File: src/verilog/rmt_pkg.sv
`default_nettype none

package rmt_pkg;

	localparam int DATA_W = 64;
	localparam int KEEP_W = DATA_W / 8;
	localparam int CONTAINER_W = 16;
	localparam int NUM_CONTAINERS = 4;
	// phv sits in the low bits of a first beat
	localparam int PHV_W = CONTAINER_W * NUM_CONTAINERS;

	typedef struct packed {
		logic [DATA_W-1:0] data;
		logic [KEEP_W-1:0] keep;
		logic last;
		// configuration beat, never forwarded to the output
		logic is_ctrl;
	} beat_t;

	typedef logic [CONTAINER_W-1:0] container_t;

	// container i maps to data bits 16i+15:16i
	typedef container_t [NUM_CONTAINERS-1:0] phv_t;

	typedef enum logic [1:0] {
		OP_NOP = 2'd0,
		OP_SET = 2'd1,
		OP_ADD = 2'd2
	} op_t;

	typedef struct packed {
		logic valid;
		logic [15:0] key;
		op_t op;
		logic [1:0] dst;
		logic [15:0] operand;
	} entry_t;

	// control beat data layout
	//   15:0   key
	//   31:16  operand
	//   33:32  destination container
	//   35:34  op
	//   39:36  entry index
	//   47:40  stage id
	// entry valid whenever op != OP_NOP
	typedef struct packed {
		logic valid;
		logic [7:0] stage_id;
		logic [3:0] index;
		entry_t entry;
	} cfg_t;

endpackage

`default_nettype wire

File: src/verilog/sync_fifo.sv
`default_nettype none
`timescale 1ns/100ps

module sync_fifo #(
	parameter type item_t = logic,
	parameter int DEPTH = 16
) (
	input wire logic clk,
	input wire logic aresetn,
	input wire logic push,
	input wire item_t din,
	input wire logic pop,
	output item_t dout,
	output logic full,
	output logic empty,
	output logic [$clog2(DEPTH+1)-1:0] free
);

	localparam int AW = (DEPTH > 1) ? $clog2(DEPTH) : 1;
	localparam int CW = $clog2(DEPTH + 1);

	item_t mem [DEPTH];
	logic [AW-1:0] wr_ptr;
	logic [AW-1:0] rd_ptr;
	logic [CW-1:0] count;

	// head of queue is always presented
	assign dout = mem[rd_ptr];
	assign full = (count == CW'(DEPTH));
	assign empty = (count == '0);
	assign free = CW'(DEPTH) - count;

	always_ff @(posedge clk) begin
		if (push) begin
			mem[wr_ptr] <= din;
		end
	end

	always_ff @(posedge clk) begin
		if (!aresetn) begin
			wr_ptr <= '0;
			rd_ptr <= '0;
			count <= '0;
		end else begin
			if (push) begin
				wr_ptr <= (wr_ptr == AW'(DEPTH - 1)) ? '0 : wr_ptr + 1'b1;
			end
			if (pop) begin
				rd_ptr <= (rd_ptr == AW'(DEPTH - 1)) ? '0 : rd_ptr + 1'b1;
			end
			// net occupancy change
			count <= count + CW'(push) - CW'(pop);
		end
	end

	a_no_overflow: assert property (@(posedge clk) disable iff (!aresetn) push |-> !full);
	a_no_underflow: assert property (@(posedge clk) disable iff (!aresetn) pop |-> !empty);

endmodule

`default_nettype wire

File: src/verilog/pkt_filter.sv
`default_nettype none
`timescale 1ns/100ps

module pkt_filter import rmt_pkg::*; (
	input wire logic clk,
	input wire logic aresetn,
	input wire beat_t s_beat,
	input wire logic s_valid,
	output logic s_ready,
	output beat_t d_beat,
	output logic d_valid,
	input wire logic d_ready,
	output cfg_t cfg
);

	logic ctrl_take;
	op_t op_dec;

	// no back-pressure of its own
	assign s_ready = d_ready;

	// data beats go straight on to the parser
	assign d_beat = s_beat;
	assign d_valid = s_valid && !s_beat.is_ctrl;

	assign ctrl_take = s_valid && s_ready && s_beat.is_ctrl;
	assign op_dec = op_t'(s_beat.data[35:34]);

	// table write decode, one cycle pulse per control beat
	always_ff @(posedge clk) begin
		if (!aresetn) begin
			cfg <= '0;
		end else begin
			cfg.valid <= ctrl_take;
			cfg.stage_id <= s_beat.data[47:40];
			cfg.index <= s_beat.data[39:36];
			cfg.entry.valid <= (op_dec != OP_NOP);
			cfg.entry.key <= s_beat.data[15:0];
			cfg.entry.operand <= s_beat.data[31:16];
			cfg.entry.dst <= s_beat.data[33:32];
			cfg.entry.op <= op_dec;
		end
	end

	// table writes are single beat only
	a_ctrl_single: assert property (@(posedge clk) disable iff (!aresetn)
		(s_valid && s_beat.is_ctrl) |-> s_beat.last);

endmodule

`default_nettype wire

File: src/verilog/phv_parser.sv
`default_nettype none
`timescale 1ns/100ps

module phv_parser import rmt_pkg::*; #(
	parameter int NUM_STAGES = 3,
	parameter int PHV_DEPTH = 8
) (
	input wire logic clk,
	input wire logic aresetn,
	input wire beat_t s_beat,
	input wire logic s_valid,
	output logic s_ready,
	output logic fifo_push,
	output beat_t fifo_beat,
	input wire logic fifo_full,
	input wire logic [$clog2(PHV_DEPTH+1)-1:0] phv_free,
	output phv_t phv,
	output logic phv_valid
);

	localparam int FW = $clog2(PHV_DEPTH + 1);
	// one slot per stage, the parser register and the new packet
	localparam logic [FW-1:0] ROOM = FW'(NUM_STAGES + 2);

	logic up;
	logic in_pkt;
	logic room_ok;
	logic take;
	logic first_take;

	assign room_ok = (phv_free >= ROOM);

	// first beat also needs room in the phv fifo
	assign s_ready = up && !fifo_full && (in_pkt || room_ok);
	assign take = s_valid && s_ready;
	assign first_take = take && !in_pkt;

	assign fifo_push = take;
	assign fifo_beat = s_beat;

	always_ff @(posedge clk) begin
		if (!aresetn) begin
			up <= 1'b0;
			in_pkt <= 1'b0;
			phv_valid <= 1'b0;
		end else begin
			// input held off for the first cycle out of reset
			up <= 1'b1;
			if (take) begin
				in_pkt <= !s_beat.last;
			end
			phv_valid <= first_take;
		end
	end

	always_ff @(posedge clk) begin
		if (first_take) begin
			phv <= phv_t'(s_beat.data[PHV_W-1:0]);
		end
	end

endmodule

`default_nettype wire

File: src/verilog/match_action_stage.sv
`default_nettype none
`timescale 1ns/100ps

module match_action_stage import rmt_pkg::*; #(
	parameter int STAGE_ID = 0,
	parameter int TABLE_DEPTH = 4
) (
	input wire logic clk,
	input wire logic aresetn,
	input wire phv_t phv_in,
	input wire logic phv_valid_in,
	input wire cfg_t cfg_in,
	output phv_t phv_out,
	output logic phv_valid_out,
	output cfg_t cfg_out
);

	localparam int IDX_W = (TABLE_DEPTH > 1) ? $clog2(TABLE_DEPTH) : 1;
	localparam logic [7:0] MY_ID = 8'(STAGE_ID);

	entry_t table_q [TABLE_DEPTH];
	logic wr_hit;
	logic wr_en;
	logic [IDX_W-1:0] wr_idx;
	logic hit;
	entry_t sel;
	phv_t phv_next;

	assign wr_hit = cfg_in.valid && (cfg_in.stage_id == MY_ID);
	assign wr_en = wr_hit && (int'(cfg_in.index) < TABLE_DEPTH);
	assign wr_idx = cfg_in.index[IDX_W-1:0];

	always_ff @(posedge clk) begin
		if (!aresetn) begin
			for (int i = 0; i < TABLE_DEPTH; i++) begin
				table_q[i].valid <= 1'b0;
			end
		end else if (wr_en) begin
			table_q[wr_idx] <= cfg_in.entry;
		end
	end

	// scan high to low so the lowest matching index wins
	always_comb begin
		hit = 1'b0;
		sel = '0;
		for (int i = TABLE_DEPTH - 1; i >= 0; i--) begin
			if (table_q[i].valid && (table_q[i].key == phv_in[0])) begin
				hit = 1'b1;
				sel = table_q[i];
			end
		end
	end

	always_comb begin
		phv_next = phv_in;
		if (hit) begin
			case (sel.op)
				OP_SET: phv_next[sel.dst] = sel.operand;
				// wraps at 16 bits
				OP_ADD: phv_next[sel.dst] = phv_in[sel.dst] + sel.operand;
				default: phv_next = phv_in;
			endcase
		end
	end

	always_ff @(posedge clk) begin
		if (!aresetn) begin
			phv_valid_out <= 1'b0;
			cfg_out <= '0;
		end else begin
			phv_valid_out <= phv_valid_in;
			// writes follow the phvs down the chain
			cfg_out <= cfg_in;
		end
	end

	always_ff @(posedge clk) begin
		phv_out <= phv_next;
	end

	// control software must address only existing entries
	a_index_range: assert property (@(posedge clk) disable iff (!aresetn)
		wr_hit |-> (int'(cfg_in.index) < TABLE_DEPTH));

endmodule

`default_nettype wire

File: src/verilog/deparser.sv
`default_nettype none
`timescale 1ns/100ps

module deparser import rmt_pkg::*; (
	input wire logic clk,
	input wire logic aresetn,
	input wire beat_t pay_beat,
	input wire logic pay_empty,
	output logic pay_pop,
	input wire phv_t phv,
	input wire logic phv_empty,
	output logic phv_pop,
	output beat_t m_beat,
	output logic m_valid,
	input wire logic m_ready
);

	logic in_pkt;
	logic can_load;
	beat_t merged;

	// output register free or draining this cycle
	assign can_load = !m_valid || m_ready;

	// first beat waits until its phv has left the stage chain
	assign pay_pop = can_load && !pay_empty && (in_pkt || !phv_empty);
	assign phv_pop = pay_pop && !in_pkt;

	always_comb begin
		merged = pay_beat;
		if (!in_pkt) begin
			merged.data[PHV_W-1:0] = phv;
		end
	end

	always_ff @(posedge clk) begin
		if (!aresetn) begin
			in_pkt <= 1'b0;
			m_valid <= 1'b0;
		end else begin
			if (pay_pop) begin
				in_pkt <= !pay_beat.last;
				m_valid <= 1'b1;
			end else if (m_ready) begin
				m_valid <= 1'b0;
			end
		end
	end

	always_ff @(posedge clk) begin
		if (pay_pop) begin
			m_beat <= merged;
		end
	end

	// a waiting phv always has its first beat queued ahead of it
	a_phv_paired: assert property (@(posedge clk) disable iff (!aresetn)
		(!in_pkt && !phv_empty) |-> !pay_empty);

endmodule

`default_nettype wire

File: src/verilog/rmt_pipeline_top.sv
`default_nettype none
`timescale 1ns/100ps

module rmt_pipeline_top import rmt_pkg::*; #(
	parameter int NUM_STAGES = 3,
	parameter int TABLE_DEPTH = 4,
	parameter int PAYLOAD_DEPTH = 16,
	parameter int PHV_DEPTH = 8
) (
	input wire logic clk,
	input wire logic aresetn,
	input wire beat_t s_beat,
	input wire logic s_valid,
	output logic s_ready,
	output beat_t m_beat,
	output logic m_valid,
	input wire logic m_ready
);

	beat_t d_beat;
	logic d_valid;
	logic d_ready;

	logic pay_push;
	beat_t pay_din;
	beat_t pay_dout;
	logic pay_pop;
	logic pay_full;
	logic pay_empty;

	phv_t phv_dout;
	logic phv_pop;
	logic phv_empty;
	logic [$clog2(PHV_DEPTH+1)-1:0] phv_free;

	// index 0 feeds stage 0, index NUM_STAGES leaves the last stage
	phv_t stg_phv [NUM_STAGES+1];
	logic stg_valid [NUM_STAGES+1];
	cfg_t stg_cfg [NUM_STAGES+1];

	pkt_filter filter_i (
		.clk(clk),
		.aresetn(aresetn),
		.s_beat(s_beat),
		.s_valid(s_valid),
		.s_ready(s_ready),
		.d_beat(d_beat),
		.d_valid(d_valid),
		.d_ready(d_ready),
		.cfg(stg_cfg[0])
	);

	phv_parser #(
		.NUM_STAGES(NUM_STAGES),
		.PHV_DEPTH(PHV_DEPTH)
	) parser_i (
		.clk(clk),
		.aresetn(aresetn),
		.s_beat(d_beat),
		.s_valid(d_valid),
		.s_ready(d_ready),
		.fifo_push(pay_push),
		.fifo_beat(pay_din),
		.fifo_full(pay_full),
		.phv_free(phv_free),
		.phv(stg_phv[0]),
		.phv_valid(stg_valid[0])
	);

	for (genvar g = 0; g < NUM_STAGES; g++) begin : g_stage
		match_action_stage #(
			.STAGE_ID(g),
			.TABLE_DEPTH(TABLE_DEPTH)
		) stage_i (
			.clk(clk),
			.aresetn(aresetn),
			.phv_in(stg_phv[g]),
			.phv_valid_in(stg_valid[g]),
			.cfg_in(stg_cfg[g]),
			.phv_out(stg_phv[g+1]),
			.phv_valid_out(stg_valid[g+1]),
			.cfg_out(stg_cfg[g+1])
		);
	end

	sync_fifo #(
		.item_t(beat_t),
		.DEPTH(PAYLOAD_DEPTH)
	) pay_fifo_i (
		.clk(clk),
		.aresetn(aresetn),
		.push(pay_push),
		.din(pay_din),
		.pop(pay_pop),
		.dout(pay_dout),
		.full(pay_full),
		.empty(pay_empty),
		.free()
	);

	sync_fifo #(
		.item_t(phv_t),
		.DEPTH(PHV_DEPTH)
	) phv_fifo_i (
		.clk(clk),
		.aresetn(aresetn),
		.push(stg_valid[NUM_STAGES]),
		.din(stg_phv[NUM_STAGES]),
		.pop(phv_pop),
		.dout(phv_dout),
		.full(),
		.empty(phv_empty),
		.free(phv_free)
	);

	deparser deparser_i (
		.clk(clk),
		.aresetn(aresetn),
		.pay_beat(pay_dout),
		.pay_empty(pay_empty),
		.pay_pop(pay_pop),
		.phv(phv_dout),
		.phv_empty(phv_empty),
		.phv_pop(phv_pop),
		.m_beat(m_beat),
		.m_valid(m_valid),
		.m_ready(m_ready)
	);

endmodule

`default_nettype wire

File: config.mk
export PLATFORM = sky130hd
export DESIGN_NAME = rmt_pipeline_top
export DESIGN_NICKNAME = d
export VERILOG_FILES = /design/src/verilog/rmt_pkg.sv /design/src/verilog/sync_fifo.sv /design/src/verilog/pkt_filter.sv /design/src/verilog/phv_parser.sv /design/src/verilog/match_action_stage.sv /design/src/verilog/deparser.sv /design/src/verilog/rmt_pipeline_top.sv
export SDC_FILE = /design/constraint.sdc
export NUM_CORES = 2
export LEC_CHECK = 0
export ABC_AREA = 1
export BUFFER_PORTS_ARGS = -buffer_cell sky130_fd_sc_hd__buf_2
export CELL_PAD_IN_SITES_DETAIL_PLACEMENT = 0
export CELL_PAD_IN_SITES_GLOBAL_PLACEMENT = 1
export CORE_AREA = 5 5 462 805
export CTS_CLUSTER_SIZE = 24
export DETAILED_ROUTE_END_ITERATION = 10
export DIE_AREA = 0 0 467 810
export GPL_ROUTABILITY_DRIVEN = 1
export GPL_TIMING_DRIVEN = 0
export PLACE_DENSITY = 0.57
export SYNTH_ARGS = -nofsm -noshare
export SYNTH_HDL_FRONTEND = slang
export SYNTH_SLANG_ARGS = --single-unit
File: constraint.sdc
create_clock -name clk -period 9.7 [get_ports clk]
set_input_delay 0.485 -clock clk [delete_from_list [all_inputs] [get_ports clk]]
set_output_delay 0.485 -clock clk [all_outputs]
set_load 0.02 [all_outputs]
Word level (Yosys, flattened, before mapping):

Memory sizes are Yosys's and may differ from the RTL's. A register that Yosys moved wholly into a read port is not among the register bits.
Cells that the tools add are included.

* add/subtract/negate cells: 12
* magnitude comparators: 10
* equal/unequal tests: 25
* muxes and demuxes: 83
* reductions and logical operators: 51

Operators with widths (count)
* bitwise mux 64 bit: 6
* case mux 64 bit (2 select lines): 3
* two-way mux 64 bit: 4
* two-way mux 20 bit: 12
* equality test 16 bit: 12
* two-way mux 37 bit: 3
* OR reduction 37 bit: 3
* binary-select mux 16 bit (select 2 bit): 3
* demux 16 bit (select 2 bit): 3
* two-way mux 16 bit: 6
* adder 16 bit: 3
* logical AND 1 bit: 31
* two-way mux 1 bit: 29
* two-way mux 4 bit: 4
* < comparator 4 x 3 -> 1 bit (second input constant): 3
* two-way mux 2 bit: 6
* two-way mux 3 bit: 4
* logical NOT 1 bit: 9
* < comparator 2 x 3 -> 1 bit (second input constant): 3
* adder 4 x 1 -> 4 bit (second input constant): 2
* equality test 4 bit (second input constant): 2
* equality test 8 x 1 -> 1 bit (second input constant): 1
* equality test 8 x 2 -> 1 bit (second input constant): 1
* logical NOT 8 bit: 1
* other kinds (16): 27

* register bits after elaboration: 511
* memory bits (writable): 2140
* bits of input ports: 78
* output and inout port bits: 76
* word-level logic and storage cells: 244
* memories kept: 5

Memories
* pay_fifo_i.mem: depth 16, bits a word 74, read ports 1, clocked after Yosys merged registers in 1, wr ports 1, RTL line sync_fifo.sv:22 `item_t mem [DEPTH];`
* phv_fifo_i.mem: depth 8, bits a word 64, read ports 1, clocked after Yosys merged registers in 1, wr ports 1, RTL line sync_fifo.sv:22
* g_stage[0].stage_i.table_q: depth 4, bits a word 37, read ports 4, clocked after Yosys merged registers in 0, wr ports 4, RTL line match_action_stage.sv:21 `entry_t table_q [TABLE_DEPTH];`
* g_stage[1].stage_i.table_q: depth 4, bits a word 37, read ports 4, clocked after Yosys merged registers in 0, wr ports 4, RTL line match_action_stage.sv:21
* g_stage[2].stage_i.table_q: depth 4, bits a word 37, read ports 4, clocked after Yosys merged registers in 0, wr ports 4, RTL line match_action_stage.sv:21

Logic depth before layout (Yosys ltp):

An unclocked memory read counts as a cell.

* depth after elaboration: 14
* depth in mapped cells: 37
* depth with buffers taken out: 36

By module:

Synthesis repeated with hierarchy kept, for this count alone.

* cell total of the unflattened synthesis: 12306
* area total of the unflattened synthesis: 120150.2 um^2

By module, submodules not included
* sync_fifo at pay_fifo_i: instances 1, cells an instance 4896, area an instance 51839.7 um^2, seq. area each 35894.4 um^2
* sync_fifo at phv_fifo_i: instances 1, cells an instance 2307, area an instance 23034.6 um^2, seq. area each 15635.0 um^2
* match_action_stage at g_stage[0].stage_i: instances 1, cells an instance 1450, area an instance 12538.3 um^2, seq. area each 6716.4 um^2
* match_action_stage at g_stage[2].stage_i: instances 1, cells an instance 1483, area an instance 12499.5 um^2, seq. area each 6716.4 um^2
* match_action_stage at g_stage[1].stage_i: instances 1, cells an instance 1483, area an instance 12438.2 um^2, seq. area each 6716.4 um^2
* deparser: instances 1, cells an instance 297, area an instance 3188.1 um^2, seq. area each 2262.2 um^2
* phv_parser: instances 1, cells an instance 158, area an instance 2635.0 um^2, seq. area each 1981.9 um^2
* pkt_filter: instances 1, cells an instance 232, area an instance 1976.9 um^2, seq. area each 1001.0 um^2

Least setup slack after synthesis:

No wires, ideal clock.

* path kind: register to register
* from: register phv_fifo_i.count[1]
* to: memory pay_fifo_i.mem[7][0] (netlist bit), enable pin
* setup time: 0.598 ns
* arrival time: 6.814 ns
* data required time: 9.102 ns
* path slack: 2.288 ns
* cell stages (with the launch flop): 12
* buffers on the path: 0
* period minus slack after synthesis: 7.412 ns
* cells stage by stage: dfxtp_1 > inv_1 > ha_1 > nand2_1 > xor2_1 > o21ai_0 > o221ai_1 > inv_1 > nand2_1 > nor2_1 > nand2_1 > nor3_1

* word-level cells in the longest chain between the ends: 7

Ends and longest elaborated chain
* start, declared: RTL line sync_fifo.sv:25 `logic [CW-1:0] count;`
* start signal, assigned: RTL line sync_fifo.sv:52 `count <= count + CW'(push) - CW'(pop);`
* subtractor 4 bit: RTL line sync_fifo.sv:31 `assign free = CW'(DEPTH) - count;`
* >= comparator 4 x 3 -> 1 bit: RTL line phv_parser.sv:31 `assign room_ok = (phv_free >= ROOM);`
* logical OR 1 bit: RTL line phv_parser.sv:34 `assign s_ready = up && !fifo_full && (in_pkt || room_ok);`
* logical AND 1 bit: RTL line phv_parser.sv:34
* named net s_ready: RTL line rmt_pipeline_top.sv:14 `output logic s_ready,`
* logical AND 1 bit: RTL line phv_parser.sv:35 `assign take = s_valid && s_ready;`
* named net parser_i.fifo_push: RTL line phv_parser.sv:13 `output logic fifo_push,`
* two-way mux 1 bit: RTL line sync_fifo.sv:34 `if (push) begin`
* two-way mux 1 bit (not written as such): RTL line sync_fifo.sv:35 `mem[wr_ptr] <= din;`
* end, declared: RTL line sync_fifo.sv:22

The timed path passes the listed nets, and every way through them passes these cells.

==> reports/qor.csv <==
stage;metric;value;unit
synth;Post-Synthesis Cells;9378;
setup_path;Required @ worst endpoint;10.37;ns
floorplan;Chip Width;467;um
synth;mean post-synth cell area;11.6;sq um
setup_path;crit path from;parser_i.phv[11];
synth;Synth Cell Area;0.109;sq mm
clock_network;Worst-path clk slew;0.06;ns
clock_network;CTS tree;yes;
synth;register area share after synthesis;0.698;
setup_path;r2r setup slk;2.41;ns
setup_path;CP max stage delay;0.64;ns
timing;final worst path period share;0.752;
clock_network;post-CTS sizing;0;
grt;largest net degree at the start of global routing;55;
synth;Main synth FF type;edfxtp_1;
grt;grt ovf;0;
timing;RSZ-0062 raised after global routing;false;
floorplan;initial core utilization;0.299;
setup_path;most frequent CP cell;nor2_1;
setup_path;Worst Path Arrival;7.96;ns
placement;routability cong.;0.962;
route;Vias;78302;
grt;antenna violations before repair;39;
floorplan;IO Count;154;
floorplan;Site Rows;293;
route;Avg WL per Cell;31.1;um
final_layout;nets@finish;10143;
synth;FFs w/ async S/R, synth;0;
grt;GRT Overall Usage;0.240;
placement;Buffers on Ports;153;
synth;yosys synthesis warning count;0;
final_layout;Cell Count, Final, Fillers Out;15076;
final_layout;fillers;35826;
route;drc violations;0;
clock_network;Clock Latency Late Sink;0.97;ns
timing;Layout Skew;0.117;ns
clock_network;clock sink total;2658;
grt;global-route wire length before repair;635;mm
timing;maximum clock frequency;0.137;GHz
synth;Post-synth EDFFs;2269;
setup_path;cell depth of the worst flop-to-flop path;30;
floorplan;full die area;0.378;sq mm
placement;DPL Wire Length;352;mm
setup_path;slowest CP cell;edfxtp_1;
placement;DP Worst Slack;2.51;ns
timing;endpoints failing hold;0;
clock_network;H-tree levels;5;
pwr;total power;31400;uW
floorplan;Die Span Y;810;um
run_status;status;complete, but fails checks;
clock_network;CTS Buf Count;271;
setup_path;critical path class;flip-flop to flip-flop;
route;antenna-violating nets left;0;
route;drt pass-1 iters;6;
timing;endpoints failing setup;0;
setup_path;Setup crit end;g_stage[0].stage_i.phv_out[44];
clock_network;CTS Buffer Depth;4;
timing;Max Slew Vio Count;2;
grt;vias in the first global route;78834;
placement;# placed instances;14534;
run;total of max-cap violations;1;
setup_path;reg2reg end;g_stage[0].stage_i.phv_out[44];
synth;Synth Register Bits;2658;
synth;Net Count, Synth;9533;
setup_path;CP Capture Type;flip-flop;
route;vias per std cell;5.19;
hold_path;min-delay worst type;primary input to flip-flop;
synth;post-synth cell types;70;
clock_network;Clk Tree Root Cell;clkbuf_16;
route;routed wire length;468;mm
setup_path;Max FO, Critical Path;7;
timing;slew margin rel.;-0.0253;
setup_path;crit path launch type;flip-flop;
run_status;failing checks;capacitance limit, slew limit;
timing;Worst Tran Pin Value;1.53;ns
setup_path;worst r2r src;parser_i.phv[11];
pwr;PwrDens;246;mW/mm^2
floorplan;Core ar.;0.364;sq mm
route;drt first-iter violations;7414;
final_layout;synth-to-layout area growth;17.4;%
timing;Tmin final;7.29;ns
timing;PnR worst setup slack;2.41;ns
final_layout;layout cells sized above 1;0.102;
pwr;worst vdd ir;176;uV
pwr;leakage;0.0452;uW
## where the power goes
part           internal, uW  switching [uW]  total [uW]
registers             12900             300       13200
logic                  1720            5920        7650
clock network          5880            4650       10500
## synthesized netlist by cell type (16+ instances only)
master	instances	area (sq um)
a211oi_1	47	353
a21oi_1	157	786
a221oi_1	37	324
a22oi_1	23	173
a31oi_1	87	544
buf_1	25	93.8
buf_2	53	265
clkbuf_1	399	1500
dfxtp_1	389	7790
edfxtp_1	2269	68100
ha_1	72	901
inv_1	658	2470
inv_2	62	233
nand2_1	1088	4080
nand2_2	30	188
nand3_1	370	1850
nand3b_1	17	128
nand4_1	120	751
nor2_1	1488	5590
nor2_2	17	106
nor2_4	16	180
nor3_1	49	245
o211ai_1	114	856
o21ai_0	993	4970
o21ai_1	37	185
o221ai_1	243	2130
o22ai_1	248	1550
or2_2	21	131
xnor2_1	34	298
xor2_1	33	289
## flip-flops by register name, indices dropped and copies added, names as in the netlist, 50 cells and up, named ones only
register,count
phv_fifo_i.mem,512
pay_fifo_i.mem,1184
parser_i.phv,64
g_stage.stage_i.cfg_out,100
g_stage.stage_i.table_q,444
deparser_i.m_beat,74
g_stage.stage_i.phv_out,192
filter_i.cfg,50
## repair_timing
action	CTS	global route
buffers inserted	0	0
endpoints found under the hold margin	528	0
hold buffers	48	0
## metal layers
metal  up-vias  part of all wire  global-route usage  wire length [um]
met2      3023              0.52               0.441            244000
li1      34876                 -                   -                 -
met1     39463              0.34               0.247            159000
met5         -           0.00012                   0                54
met4         8             0.096               0.186             44800
met3       932             0.046              0.0262             21300
## per-stage QoR
step	setup TNS [ns]	utilization	hold WS (ns)	cell area [sq um]
2_1_floorplan	0	-	0.390	109000
3_3_place_gp	-983.24	0.318	0.410	116000
3_5_place_dp	0	0.325	0.408	118000
4_1_cts	0	0.351	0.00105	128000
5_1_grt	0	0.351	0.0355	128000
6_report	0	0.351	0.0650	128000
## final cells by class
| type | count | area (sq um) | area share |
|---|---|---|---|
| multi-input combinational | 5498 | 28500 | 0.223 |
| timing repair buffer | 337 | 3630 | 0.0284 |
| sequential | 2658 | 75900 | 0.595 |
| clock inverter | 124 | 1070 | 0.00838 |
| antenna | 13 | 32.5 | 0.000255 |
| buffer | 496 | 2020 | 0.0159 |
| clock buffer | 357 | 7630 | 0.0598 |
| tap | 4867 | 6090 | 0.0477 |
| inverter | 726 | 2730 | 0.0214 |
## worst max-delay path: cells and delay by family (launching register included)
family | cells | cell delay, ns
buffers and inverters | 5 | 0.94
AO/OA/AOI/OAI | 8 | 2.40
adder cells (fa/ha/maj) | 2 | 0.80
flip-flops | 1 | 0.64
AND/OR/NAND/NOR | 15 | 2.29
## placed cells by master, fill, tap and decap left out, types with 33 or more instances in the layout
| cell | count |
|---|---|
| inv_2 | 63 |
| a211oi_2 | 33 |
| nor2_1 | 1458 |
| o21ai_1 | 37 |
| nand2_1 | 1088 |
| buf_2 | 206 |
| clkbuf_16 | 289 |
| nor3_1 | 43 |
| clkinv_1 | 33 |
| o211ai_1 | 114 |
| dlygate4sd3_1 | 48 |
| buf_6 | 55 |
| o221ai_1 | 243 |
| nor2_4 | 46 |
| o21ai_0 | 993 |
| xnor2_1 | 34 |
| a21oi_1 | 157 |
| a221oi_1 | 37 |
| nand3_1 | 370 |
| clkinv_2 | 47 |
| o22ai_1 | 248 |
| ha_1 | 72 |
| xor2_1 | 33 |
| dfxtp_1 | 389 |
| buf_12 | 64 |
| edfxtp_1 | 2269 |
| clkbuf_1 | 446 |
| nand4_1 | 120 |
| inv_1 | 656 |
| a31oi_1 | 87 |
## cell families after synthesis
logic type / synth area share
AO/OA/AOI/OAI: 0.115
XOR/XNOR: 0.00584
adder cells (fa/ha/maj): 0.00920
buffers and inverters: 0.0436
flip-flops: 0.698
AND/OR/NAND/NOR: 0.128
## worst min-delay path by stage
stage,start,to,slack (ns),depth (start not counted)
finish,s_beat[26],pay_fifo_i.mem[9][26],0.06,1
global route,s_beat[16],pay_fifo_i.mem[9][16],0.04,1
CTS,s_beat[26],pay_fifo_i.mem[11][26],0.001,1
detailed placement,g_stage[0].stage_i.phv_valid_out,g_stage[1].stage_i.phv_valid_out,0.41,2
global placement,g_stage[0].stage_i.phv_valid_out,g_stage[1].stage_i.phv_valid_out,0.41,2
floorplan,parser_i.phv_valid,g_stage[0].stage_i.phv_valid_out,0.39,2
Note: power is estimated with default switching activity, not from simulation.
